`src/dma_pkg.sv`:
```
`default_nettype none

package dma_pkg;

  localparam int ADDR_W    = 32;
  localparam int DATA_W    = 32;
  localparam int LEN_W     = 32;
  localparam int CNT_W     = 16;  // transfer, group and bundle counters
  localparam int TAG_W     = 8;
  localparam int USER_W    = 65;  // header plus first-group flag
  localparam int ROW_W     = 256;
  localparam int N_ROWS    = 8;   // bundles in the table
  localparam int N_WORDS   = 64;  // 32-bit host words behind the table
  localparam int ROW_AW    = 3;
  localparam int WORD_AW   = 6;
  localparam int N_REGS    = 16;
  localparam int SRAM_BASE = 16;  // host address of table word 0

  // register map, two-bank registers take base+0 and base+1
  localparam int A_START        = 0;
  localparam int A_DONE_READ    = 1;
  localparam int A_DONE_WRITE   = 3;
  localparam int A_OCM_BASE     = 5;
  localparam int A_WEIGHTS_BASE = 7;
  localparam int A_BUNDLE_DONE  = 8;
  localparam int A_N_BUNDLES    = 9;
  localparam int A_W_DONE       = 10;
  localparam int A_X_DONE       = 11;
  localparam int A_O_DONE       = 12;

  localparam int STREAM_W = 0;
  localparam int STREAM_X = 1;

  // input sequencer states
  localparam logic [1:0] S_IDLE       = 2'd0;
  localparam logic [1:0] S_WAIT_RAM   = 2'd1;
  localparam logic [1:0] S_WAIT_WRITE = 2'd2;  // pixel stream only
  localparam logic [1:0] S_EXEC       = 2'd3;

  typedef struct packed {
    logic [USER_W-2:0] header;
    logic [CNT_W-1:0]  max_t;
    logic [CNT_W-1:0]  max_p;
    logic [LEN_W-1:0]  w_bpt;
    logic [LEN_W-1:0]  w_bpt_p0;
    logic [LEN_W-1:0]  x_bpt;
    logic [LEN_W-1:0]  x_bpt_p0;
    logic [ADDR_W-1:0] x_base;
  } bundle_fields_t;

  // host writes words, sequencers read fields; word 0 sits in the lsbs
  typedef union packed {
    bundle_fields_t                          fields;
    logic [ROW_W/DATA_W-1:0][DATA_W-1:0]     words;
  } bundle_row_u;

  typedef struct packed {
    logic [ADDR_W-1:0] addr;
    logic [LEN_W-1:0]  len;
    logic [USER_W-1:0] user;
    logic              valid;
  } in_desc_t;

  typedef struct packed {
    logic [ADDR_W-1:0] addr;
    logic [LEN_W-1:0]  len;
    logic [TAG_W-1:0]  tag;
    logic              valid;
  } out_desc_t;

endpackage

`default_nettype wire

```
`src/bundle_arbiter.sv`:
```
`default_nettype none

module bundle_arbiter import dma_pkg::*; (
  input  logic                   clk,
  input  logic                   rstn,
  input  logic [1:0]             i_req,
  input  logic [1:0][ROW_AW-1:0] i_idx,
  input  bundle_row_u            i_row,
  output logic                   o_rd_en,
  output logic [ROW_AW-1:0]      o_rd_addr,
  output logic [1:0]             o_grant_valid,
  output bundle_fields_t         o_fields
);

  // pixels win, weights simply ask again next cycle
  assign o_rd_en   = |i_req;
  assign o_rd_addr = i_req[STREAM_X] ? i_idx[STREAM_X] : i_idx[STREAM_W];

  always_ff @(posedge clk) begin
    if (!rstn) begin
      o_grant_valid <= '0;
    end else begin
      o_grant_valid <= '0;
      if (i_req[STREAM_X]) begin
        o_grant_valid[STREAM_X] <= 1'b1;
      end else if (i_req[STREAM_W]) begin
        o_grant_valid[STREAM_W] <= 1'b1;
      end
    end
  end

  assign o_fields = i_row.fields;  // one decode shared by both sequencers

  // a returning row has exactly one owner and follows a ram read
  a_one_owner: assert property (@(posedge clk) disable iff (!rstn)
    o_grant_valid != '0 |-> $onehot(o_grant_valid) && $past(o_rd_en));

endmodule

`default_nettype wire

```
`src/bundle_ram.sv`:
```
`default_nettype none

module bundle_ram import dma_pkg::*; (
  input  logic               clk,
  input  logic               i_wr_en,
  input  logic [WORD_AW-1:0] i_wr_addr,
  input  logic [DATA_W-1:0]  i_wr_data,
  input  logic               i_rd_en,
  input  logic [ROW_AW-1:0]  i_rd_addr,
  output bundle_row_u        o_rd_row
);

  bundle_row_u mem [N_ROWS];

  logic [ROW_AW-1:0]         wr_row;
  logic [WORD_AW-ROW_AW-1:0] wr_word;

  // upper address bits pick the row, lower bits the word inside it
  assign wr_row  = i_wr_addr[WORD_AW-1 -: ROW_AW];
  assign wr_word = i_wr_addr[WORD_AW-ROW_AW-1:0];

  always_ff @(posedge clk) begin
    if (i_wr_en) begin
      mem[wr_row].words[wr_word] <= i_wr_data;
    end
    if (i_rd_en) begin
      o_rd_row <= mem[i_rd_addr];  // whole row, one cycle latency
    end
  end

endmodule

`default_nettype wire

```
`src/csr_regs.sv`:
```
`default_nettype none

module csr_regs import dma_pkg::*; (
  input  logic               clk,
  input  logic               rstn,
  input  logic               i_reg_wr_en,
  input  logic [ADDR_W-1:0]  i_reg_wr_addr,
  input  logic [DATA_W-1:0]  i_reg_wr_data,
  output logic               o_reg_wr_ack,
  input  logic               i_reg_rd_en,
  input  logic [ADDR_W-1:0]  i_reg_rd_addr,
  output logic               o_reg_rd_ack,
  output logic [DATA_W-1:0]  o_reg_rd_data,
  input  logic               i_o_ready,
  input  logic               i_o_valid,
  input  logic               i_o_last,
  input  logic [LEN_W-1:0]   i_o_bpt,
  input  logic [TAG_W-1:0]   i_os_tag,
  input  logic [3:0]         i_os_error,
  input  logic               i_os_valid,
  input  logic               i_od_ready,
  input  logic               i_w_idle,
  input  logic               i_x_idle,
  input  logic               i_x_waiting,
  output logic               o_start,
  output logic [CNT_W-1:0]   o_n_bundles,
  output logic [ADDR_W-1:0]  o_weights_base,
  output logic               o_bundle_done,
  output out_desc_t          o_od,
  output logic               o_ram_wr_en,
  output logic [WORD_AW-1:0] o_ram_wr_addr,
  output logic [DATA_W-1:0]  o_ram_wr_data
);

  logic [DATA_W-1:0]         cfg [A_O_DONE+1];
  logic [$clog2(N_REGS)-1:0] wr_idx;
  logic [$clog2(N_REGS)-1:0] rd_idx;
  logic                      wr_reg;
  logic                      rd_hit;
  logic                      bank;      // bank the output dma writes now
  logic                      nx_bank;
  logic                      pkt_end;   // engine finished the previous packet
  logic                      od_valid;
  logic [ADDR_W-1:0]         od_addr;
  logic                      launch;
  logic                      os_ok;
  logic [1:0]                done_read;

  assign wr_idx = i_reg_wr_addr[$clog2(N_REGS)-1:0];
  assign rd_idx = i_reg_rd_addr[$clog2(N_REGS)-1:0];
  assign wr_reg = i_reg_wr_en && i_reg_wr_addr < N_REGS && wr_idx <= A_O_DONE;
  assign rd_hit = i_reg_rd_addr < N_REGS && rd_idx <= A_O_DONE;

  assign o_reg_wr_ack  = i_reg_wr_en;
  assign o_reg_rd_ack  = i_reg_rd_en;
  assign o_reg_rd_data = rd_hit ? cfg[rd_idx] : '0;

  // table words live above the register block
  assign o_ram_wr_en   = i_reg_wr_en && i_reg_wr_addr >= SRAM_BASE
                         && i_reg_wr_addr < SRAM_BASE + N_WORDS;
  assign o_ram_wr_addr = WORD_AW'(i_reg_wr_addr - SRAM_BASE);
  assign o_ram_wr_data = i_reg_wr_data;

  assign o_start        = cfg[A_START][0];
  assign o_n_bundles    = CNT_W'(cfg[A_N_BUNDLES]);
  assign o_weights_base = cfg[A_WEIGHTS_BASE];
  assign o_bundle_done  = cfg[A_BUNDLE_DONE][0];

  assign nx_bank   = ~bank;
  assign done_read = {cfg[A_DONE_READ + 1][0], cfg[A_DONE_READ][0]};
  assign os_ok     = i_os_valid && i_os_error == '0;
  // dma wants a descriptor, engine has a new packet, host has freed the bank
  assign launch    = i_od_ready && i_o_valid && pkt_end && done_read[nx_bank];

  always_ff @(posedge clk) begin
    if (!rstn) begin
      for (int i = 0; i <= A_O_DONE; i++) begin
        cfg[i] <= '0;
      end
      cfg[A_DONE_READ]     <= DATA_W'(1);  // both banks start free
      cfg[A_DONE_READ + 1] <= DATA_W'(1);
      cfg[A_BUNDLE_DONE]   <= DATA_W'(1);
      bank     <= 1'b1;  // first launch lands on bank 0
      od_valid <= 1'b0;
      pkt_end  <= 1'b1;
    end else begin
      if (i_o_valid && i_o_ready && i_o_last) pkt_end <= 1'b1;
      if (od_valid && i_od_ready) od_valid <= 1'b0;

      if (launch) begin
        cfg[A_DONE_READ + nx_bank]  <= '0;
        cfg[A_DONE_WRITE + nx_bank] <= '0;  // bank being written again
        bank     <= nx_bank;
        od_valid <= 1'b1;
        pkt_end  <= 1'b0;
      end

      if (os_ok) cfg[A_DONE_WRITE + i_os_tag[0]] <= DATA_W'(1);

      if (o_start) cfg[A_START] <= '0;  // start is a single pulse
      if (o_bundle_done && i_x_waiting) begin
        cfg[A_BUNDLE_DONE] <= '0;  // consumed by the pixel sequencer
      end

      cfg[A_W_DONE] <= DATA_W'(i_w_idle);
      cfg[A_X_DONE] <= DATA_W'(i_x_idle);

      // output has no state of its own, infer done from last beat and status
      if (o_start || i_o_valid) cfg[A_O_DONE] <= '0;
      else if (pkt_end && os_ok) cfg[A_O_DONE] <= DATA_W'(1);

      if (wr_reg) cfg[wr_idx] <= i_reg_wr_data;  // host write wins
    end
  end

  always_ff @(posedge clk) begin
    if (launch) od_addr <= cfg[A_OCM_BASE + nx_bank];
  end

  assign o_od = '{addr: od_addr, len: i_o_bpt, tag: TAG_W'(bank), valid: od_valid};

  // a new output descriptor only targets a bank the host released
  a_bank_free: assert property (@(posedge clk) disable iff (!rstn)
    $rose(od_valid) |-> $past(done_read[~bank]));

endmodule

`default_nettype wire

```
`src/dma_controller.sv`:
```
`default_nettype none

module dma_controller import dma_pkg::*; (
  input  logic              clk,
  input  logic              rstn,
  // host register port
  input  logic              i_reg_wr_en,
  input  logic [ADDR_W-1:0] i_reg_wr_addr,
  input  logic [DATA_W-1:0] i_reg_wr_data,
  output logic              o_reg_wr_ack,
  input  logic              i_reg_rd_en,
  input  logic [ADDR_W-1:0] i_reg_rd_addr,
  output logic              o_reg_rd_ack,
  output logic [DATA_W-1:0] o_reg_rd_data,
  // engine output stream monitor
  input  logic              i_o_ready,
  input  logic              i_o_valid,
  input  logic              i_o_last,
  input  logic [LEN_W-1:0]  i_o_bpt,
  // output dma status
  input  logic [TAG_W-1:0]  i_os_tag,
  input  logic [3:0]        i_os_error,
  input  logic              i_os_valid,
  // descriptors
  output in_desc_t          o_wd,
  input  logic              i_wd_ready,
  output in_desc_t          o_xd,
  input  logic              i_xd_ready,
  output out_desc_t         o_od,
  input  logic              i_od_ready
);

  logic                   start;
  logic                   bundle_done;
  logic [CNT_W-1:0]       n_bundles;
  logic [ADDR_W-1:0]      weights_base;
  logic                   ram_wr_en;
  logic [WORD_AW-1:0]     ram_wr_addr;
  logic [DATA_W-1:0]      ram_wr_data;
  logic                   rd_en;
  logic [ROW_AW-1:0]      rd_addr;
  bundle_row_u            rd_row;
  bundle_fields_t         fields;
  logic [1:0]             rd_req;
  logic [1:0][ROW_AW-1:0] rd_idx;
  logic [1:0]             grant;
  logic [1:0]             idle;
  logic [1:0]             waiting;
  logic [1:0]             ready;
  in_desc_t [1:0]         desc;

  csr_regs u_csr (
    .clk            (clk),
    .rstn           (rstn),
    .i_reg_wr_en    (i_reg_wr_en),
    .i_reg_wr_addr  (i_reg_wr_addr),
    .i_reg_wr_data  (i_reg_wr_data),
    .o_reg_wr_ack   (o_reg_wr_ack),
    .i_reg_rd_en    (i_reg_rd_en),
    .i_reg_rd_addr  (i_reg_rd_addr),
    .o_reg_rd_ack   (o_reg_rd_ack),
    .o_reg_rd_data  (o_reg_rd_data),
    .i_o_ready      (i_o_ready),
    .i_o_valid      (i_o_valid),
    .i_o_last       (i_o_last),
    .i_o_bpt        (i_o_bpt),
    .i_os_tag       (i_os_tag),
    .i_os_error     (i_os_error),
    .i_os_valid     (i_os_valid),
    .i_od_ready     (i_od_ready),
    .i_w_idle       (idle[STREAM_W]),
    .i_x_idle       (idle[STREAM_X]),
    .i_x_waiting    (waiting[STREAM_X]),
    .o_start        (start),
    .o_n_bundles    (n_bundles),
    .o_weights_base (weights_base),
    .o_bundle_done  (bundle_done),
    .o_od           (o_od),
    .o_ram_wr_en    (ram_wr_en),
    .o_ram_wr_addr  (ram_wr_addr),
    .o_ram_wr_data  (ram_wr_data)
  );

  bundle_ram u_ram (
    .clk       (clk),
    .i_wr_en   (ram_wr_en),
    .i_wr_addr (ram_wr_addr),
    .i_wr_data (ram_wr_data),
    .i_rd_en   (rd_en),
    .i_rd_addr (rd_addr),
    .o_rd_row  (rd_row)
  );

  bundle_arbiter u_arb (
    .clk           (clk),
    .rstn          (rstn),
    .i_req         (rd_req),
    .i_idx         (rd_idx),
    .i_row         (rd_row),
    .o_rd_en       (rd_en),
    .o_rd_addr     (rd_addr),
    .o_grant_valid (grant),
    .o_fields      (fields)
  );

  assign ready[STREAM_W] = i_wd_ready;
  assign ready[STREAM_X] = i_xd_ready;
  assign o_wd            = desc[STREAM_W];
  assign o_xd            = desc[STREAM_X];

  for (genvar s = 0; s < 2; s++) begin : g_seq
    input_sequencer #(
      .IS_PIXEL (s == STREAM_X)
    ) u_seq (
      .clk           (clk),
      .rstn          (rstn),
      .i_start       (start),
      .i_n_bundles   (n_bundles),
      .i_base        (weights_base),
      .i_bundle_done (bundle_done),
      .i_row_valid   (grant[s]),
      .i_fields      (fields),
      .i_ready       (ready[s]),
      .o_rd_req      (rd_req[s]),
      .o_rd_idx      (rd_idx[s]),
      .o_desc        (desc[s]),
      .o_idle        (idle[s]),
      .o_waiting     (waiting[s])
    );
  end

endmodule

`default_nettype wire

```
`src/input_sequencer.sv`:
```
`default_nettype none

module input_sequencer import dma_pkg::*; #(
  parameter bit IS_PIXEL = 1'b0
) (
  input  logic              clk,
  input  logic              rstn,
  input  logic              i_start,
  input  logic [CNT_W-1:0]  i_n_bundles,
  input  logic [ADDR_W-1:0] i_base,
  input  logic              i_bundle_done,
  input  logic              i_row_valid,
  input  bundle_fields_t    i_fields,
  input  logic              i_ready,
  output logic              o_rd_req,
  output logic [ROW_AW-1:0] o_rd_idx,
  output in_desc_t          o_desc,
  output logic              o_idle,
  output logic              o_waiting
);

  logic [1:0]        state;
  logic [1:0]        state_nx;
  logic              start_go;
  logic              xfer;
  logic              t_last;
  logic              p_last;
  logic              b_last;
  logic              p_first;
  logic [CNT_W-1:0]  b_count;
  logic [USER_W-2:0] header;
  logic [LEN_W-1:0]  bpt;
  logic [LEN_W-1:0]  bpt_p0;
  logic [LEN_W-1:0]  len;
  logic [ADDR_W-1:0] addr;

  assign start_go = i_start && state == S_IDLE;

  always_comb begin
    state_nx = state;
    case (state)
      S_IDLE:       if (start_go) state_nx = S_WAIT_RAM;
      S_WAIT_RAM:   if (i_row_valid) state_nx = IS_PIXEL ? S_WAIT_WRITE : S_EXEC;
      S_WAIT_WRITE: if (i_bundle_done) state_nx = S_EXEC;  // previous output consumed
      default: begin
        if (b_last) begin
          state_nx = S_IDLE;
        end else if (p_last) begin
          state_nx = S_WAIT_RAM;  // fetch the next bundle row
        end
      end
    endcase
  end

  always_ff @(posedge clk) begin
    if (!rstn) state <= S_IDLE;
    else       state <= state_nx;
  end

  // held only until the row comes back, so a lost request repeats
  assign o_rd_req  = state == S_WAIT_RAM && !i_row_valid;
  assign o_rd_idx  = ROW_AW'(i_n_bundles - 1'b1 - b_count);  // bundle counter runs down
  assign o_idle    = state == S_IDLE;
  assign o_waiting = state == S_WAIT_WRITE;

  always_ff @(posedge clk) begin
    if (i_row_valid) begin
      header <= i_fields.header;
      bpt    <= IS_PIXEL ? i_fields.x_bpt    : i_fields.w_bpt;
      bpt_p0 <= IS_PIXEL ? i_fields.x_bpt_p0 : i_fields.w_bpt_p0;
    end
  end

  // weights walk every transfer, pixels step once per group
  always_ff @(posedge clk) begin
    if (IS_PIXEL) begin
      if (i_row_valid) addr <= i_fields.x_base;
      else if (t_last) addr <= addr + len;
    end else begin
      if (start_go)  addr <= i_base;
      else if (xfer) addr <= addr + len;
    end
  end

  assign len    = p_first ? bpt_p0 : bpt;
  assign o_desc = '{addr: addr, len: len, user: {header, p_first}, valid: state == S_EXEC};
  assign xfer   = o_desc.valid && i_ready;

  nested_counter u_xfer_cnt (
    .clk        (clk),
    .rstn       (rstn),
    .i_load     (i_row_valid),
    .i_en       (xfer),
    .i_max      (i_fields.max_t - 1'b1),
    .o_count    (),
    .o_last     (),
    .o_last_clk (t_last),
    .o_first    ()
  );

  nested_counter u_group_cnt (
    .clk        (clk),
    .rstn       (rstn),
    .i_load     (i_row_valid),
    .i_en       (t_last),
    .i_max      (i_fields.max_p - 1'b1),
    .o_count    (),
    .o_last     (),
    .o_last_clk (p_last),
    .o_first    (p_first)
  );

  nested_counter u_bundle_cnt (
    .clk        (clk),
    .rstn       (rstn),
    .i_load     (start_go),
    .i_en       (p_last),
    .i_max      (i_n_bundles - 1'b1),
    .o_count    (b_count),
    .o_last     (),
    .o_last_clk (b_last),
    .o_first    ()
  );

  a_hold_valid: assert property (@(posedge clk) disable iff (!rstn)
    o_desc.valid && !i_ready |=> o_desc.valid && $stable(o_desc));

  // pixel requests never come back to back, so one retry is the worst case
  a_rd_answered: assert property (@(posedge clk) disable iff (!rstn)
    $rose(o_rd_req) |-> ##[1:2] i_row_valid);

  a_max_p: assert property (@(posedge clk) disable iff (!rstn)
    i_row_valid |-> i_fields.max_p != '0);

endmodule

`default_nettype wire

```
`src/nested_counter.sv`:
```
`default_nettype none

module nested_counter import dma_pkg::*; (
  input  logic             clk,
  input  logic             rstn,
  input  logic             i_load,
  input  logic             i_en,
  input  logic [CNT_W-1:0] i_max,
  output logic [CNT_W-1:0] o_count,
  output logic             o_last,
  output logic             o_last_clk,
  output logic             o_first
);

  logic [CNT_W-1:0] count;
  logic [CNT_W-1:0] max_q;  // reload value kept for the wrap

  always_ff @(posedge clk) begin
    if (!rstn) begin
      count <= '0;
      max_q <= '0;
    end else if (i_load) begin
      count <= i_max;
      max_q <= i_max;
    end else if (i_en) begin
      count <= (count == '0) ? max_q : count - 1'b1;  // wrap for the next outer step
    end
  end

  assign o_count    = count;
  assign o_last     = count == '0;
  assign o_last_clk = o_last && i_en;  // steps the next counter up
  assign o_first    = count == max_q;

endmodule

`default_nettype wire

```
`config.mk`:
```
export PLATFORM = sky130hd
export DESIGN_NAME = dma_controller
export DESIGN_NICKNAME = d
export VERILOG_FILES = /design/src/dma_pkg.sv /design/src/bundle_arbiter.sv /design/src/bundle_ram.sv /design/src/csr_regs.sv /design/src/dma_controller.sv /design/src/input_sequencer.sv /design/src/nested_counter.sv
export SDC_FILE = /design/constraint.sdc
export NUM_CORES = 2
export LEC_CHECK = 0
export BUFFER_PORTS_ARGS = -buffer_cell sky130_fd_sc_hd__clkbuf_2
export CORE_UTILIZATION = 50
export DETAILED_ROUTE_END_ITERATION = 10
export GPL_ROUTABILITY_DRIVEN = 0
export MAX_ROUTING_LAYER = met4
export PLACE_DENSITY = 0.67
export SLEW_MARGIN = 30
export SYNTH_ARGS = -nofsm -noshare
export SYNTH_HDL_FRONTEND = slang
export SYNTH_SLANG_ARGS = --single-unit
export TNS_END_PERCENT = 100
```
`constraint.sdc`:
```
create_clock -name clk -period 22 [get_ports clk]
set_input_delay 3.3 -clock clk [delete_from_list [all_inputs] [get_ports clk]]
set_output_delay 3.3 -clock clk [all_outputs]
set_load 0.01 [all_outputs]
```
==> results.md <==
* Final #Nets at 8232
* Initial antenna violation count at 30
* PD cells at 116 mW/mm^2
* Vias in the first global route at 70500
* Worst-margin pin slew at 1.07 ns
* Peak supply drop at 89.3 uV
* RSZ-0062 raised after global routing: no
* Warnings, synthesis at 0
* Critical path startpoint category: input port
* Class of the worst hold path: register to register
* Clock power frac at 0.319
* Detailed Place HPWL at 186000 um
* Die height at 519 um
* Skew-Pair Late Insertion Delay at 0.90 ns
* Top cells by count, synth: 3104 x edfxtp_1, 672 x mux4_2, 480 x nand2_1
* Gr usage total at 0.246
* Effective utilization at floorplan at 0.503
* Synth Area in Adders at 0.00832
* Placed inst area at 0.141 mm^2
* Via total after detailed routing at 70100
* Fmax at 102 MHz
* CP arrival at 6.48 ns
* First-pass GRT wire length at 472000 um
* Post-synth top area share at 0.698
* Period utilisation layout at 0.445
* Max FO, Critical Path at 53
* Complex-gate fraction of the synthesized area at 0.0295
* Clock Skews at 0.0580 ns
* Synth cell types at 81
* XOR/XNOR Fraction of Synth Area at 0.00922
* IO Pins at 518
* Antenna Nets Post-Route at 0
* Die width at 519 um
* Final setup viols at 0
* Drt pass-1 iters at 9
* Synth Register Bits at 3369
* Crit end category: output port
* # hold bufs at CTS at 0
* Final setup TNS at 0 ns
* Root Driver: clkbuf_16
* Psw at 5100 uW
* Mapped Cells at 7369
* Most common flop cell mapped by yosys: edfxtp_1
* Gate power share at 0.237
* Mean post-synth cell area at 18.1 um^2
* Tmin final at 9.78 ns
* Gr ovfl total at 0
* Clock buffer count from CTS at 345
* Cell with the most instances after synthesis: edfxtp_1
* Failing checks: DRC
* Area of the die at 0.269 mm^2
* TritonCTS clock tree: built
* Port Buffers at 437
* Async set or reset register ratio after synthesis at 0
* Synthesized area at 0.134 mm^2
* Slew margin rel. at 0.288
* Sequential Area at 0.0985 mm^2
* Row count at 189
* H-tree lvl count at 5
* Clock-pin slew on the worst setup and hold paths at 0.06 ns
* Bufs on Longest Clock Path at 4
* Final Hold Fails at 0
* Crit Path Category: input port to output port
* Clk sink count at 3369
* Multi-input logic area at 0.0340 mm^2
* Core area at 0.265 mm^2
* Pin count of the biggest net entering global routing at 168
* Largest family of logic cells by synthesized area: multiplexers
* Internal power at 12500 uW
* Post-synthesis mux area share at 0.139
* Final wirelength at 325000 um
* Simple-gate share of the synthesized area at 0.0604
* Post-CTS setup buffers at 0
* Number of flops mapped to enable cells by yosys at 3104
* PostCTS Resize Cnt at 0
* Part of the power in registers at 0.444
* Number of vias per cell at 5.94
* Max Slew Vio Count at 0
* Layout area overhead at 13.8%
* Top cells by area in the synthesized netlist: edfxtp_1 70%, mux4_2 11%, dfxtp_1 4.0%, mux2_2 2.5%, and2_1 2.0%
* Outcome: finished, violations left
* FILL cells at 19700
* DRC at 172
* Worst Path Required at 18.70 ns
* DRT iter0 DRCs at 7469
* Sw Share at 0.290
* Most area-hungry cell type in the Yosys netlist: edfxtp_1
* Share of cells above drive strength 1 at 0.262
* Max-Cap Viols at 0
* Leak pwr at 0.0511 uW
* WL per Instance at 27.5 um
* Register area share after synthesis at 0.738
* Design area at 0.152 mm^2
-- routing by layer --
metal	vias to the layer above	wire length, um	global-route usage	part of all wire
met5	-	0	-	0
met2	2967	155000	0.385	0.48
met1	36700	135000	0.341	0.42
met3	506	25200	0.0355	0.078
li1	30000	-	-	-
met4	0	9050	0.0685	0.028
-- sequential cells by signal, summed over array words and instances, names as in the netlist --
register and flops:
u_ram.mem 2048, u_csr.cfg 512, u_ram.o_rd_row 256, g_seq.u_seq.header 128, g_seq.u_seq.addr 64, g_seq.u_seq.bpt 64, g_seq.u_seq.bpt_p0 64, g_seq.u_seq.u_bundle_cnt.max_q 32
g_seq.u_seq.u_bundle_cnt.o_count 32, g_seq.u_seq.u_group_cnt.max_q 32, g_seq.u_seq.u_group_cnt.o_count 32, g_seq.u_seq.u_xfer_cnt.max_q 32, g_seq.u_seq.u_xfer_cnt.o_count 32, u_csr.od_addr 32, g_seq.u_seq.state 4, u_arb.o_grant_valid 2
u_csr.bank 1, u_csr.od_valid 1, u_csr.pkt_end 1
-- power by group through the flow --
stage          registers [uW]  clock network (uW)  logic, uW
3_3_place_gp             7930                   0       4090
4_1_cts                  7810                5690       4170
5_1_grt                  7840                5930       4490
6_report                 7810                5610       4160
3_5_place_dp             7940                   0       4140
2_1_floorplan            7910                   0       2830
-- cells in the final DEF (no fill, tap or decap), drive strengths merged, types with 30 or more instances in the layout --
cell,synthesis,layout
a21o,39,39
a21oi,224,224
a31oi,30,30
and2,423,423
buf,96,207
clkbuf,338,831
clkinv,2,150
conb,1,103
dfxtp,265,265
edfxtp,3104,3104
ha,84,84
inv,63,69
mux2,295,295
mux4,672,672
nand2,481,481
nand3,40,40
nor2,409,409
nor2b,57,57
nor3,73,73
nor4,43,43
o21a,32,32
o21ai,156,156
xnor2,61,61
xor2,77,77
-- critical path, cell delays in order --
cell      delay, ns
buf_6          0.32
buf_16         0.33
buf_4          0.72
o211ai_1       0.20
nand4_1        0.14
or2_2          0.69
nor2b_1        0.38
clkbuf_2       0.23
-- layout make-up --
type / count / share of cell area
clock inverters: 183 / 0.0105
clock buffers: 428 / 0.0602
repair buffers: 610 / 0.0259
diodes: 21 / 0.000346
inverters: 65 / 0.00161
flip-flops and latches: 3369 / 0.648
multi-input cells: 3603 / 0.224
well taps: 3533 / 0.0291
-- stage by stage --
step	std cells	setup slack, ns	util	hold slack, ns	power [uW]
final	11800	12.22	0.573	0.397	17600
after global routing	11800	12.03	0.573	0.414	18300
after CTS	11800	12.21	0.572	0.405	17700
after detailed placement	11200	12.21	0.531	0.405	12100
after global placement	11200	12.24	0.530	0.402	12000
after floorplan	7471	11.51	-	0.400	10700
-- path summary, 6_finish.rpt --
| check | from | endpoint | slack (ns) | cells past startpoint |
|---|---|---|---|---|
| setup / recovery | i_reg_rd_addr[1] | o_reg_rd_data[4] | 12.22 | 8 |
| hold / removal | u_ram.o_rd_row[142]$_DFFE_PP_ | g_seq[0].u_seq.bpt[14]$_DFFE_PP_ | 0.40 | 0 |
| setup reg to reg | g_seq[1].u_seq.state[1]$_SDFFE_PN0P_ | u_ram.o_rd_row[149]$_DFFE_PP_ | 15.53 | 13 |
| hold reg to reg | u_ram.o_rd_row[142]$_DFFE_PP_ | g_seq[0].u_seq.bpt[14]$_DFFE_PP_ | 0.40 | 0 |
-- cell families (layout without fill, tap and decap cells) --
kind of cell	count (synthesis)	after routing
adders and majority gates	87	87
muxes	981	981
AOI/OAI and AO/OA	646	646
and+or+nand+nor	1647	1647
other	1	124
DFF	3369	3369
xor gates and xnor gates	139	139
buffers and inverters	499	1286
Note: power is estimated with default switching activity, not from simulation.
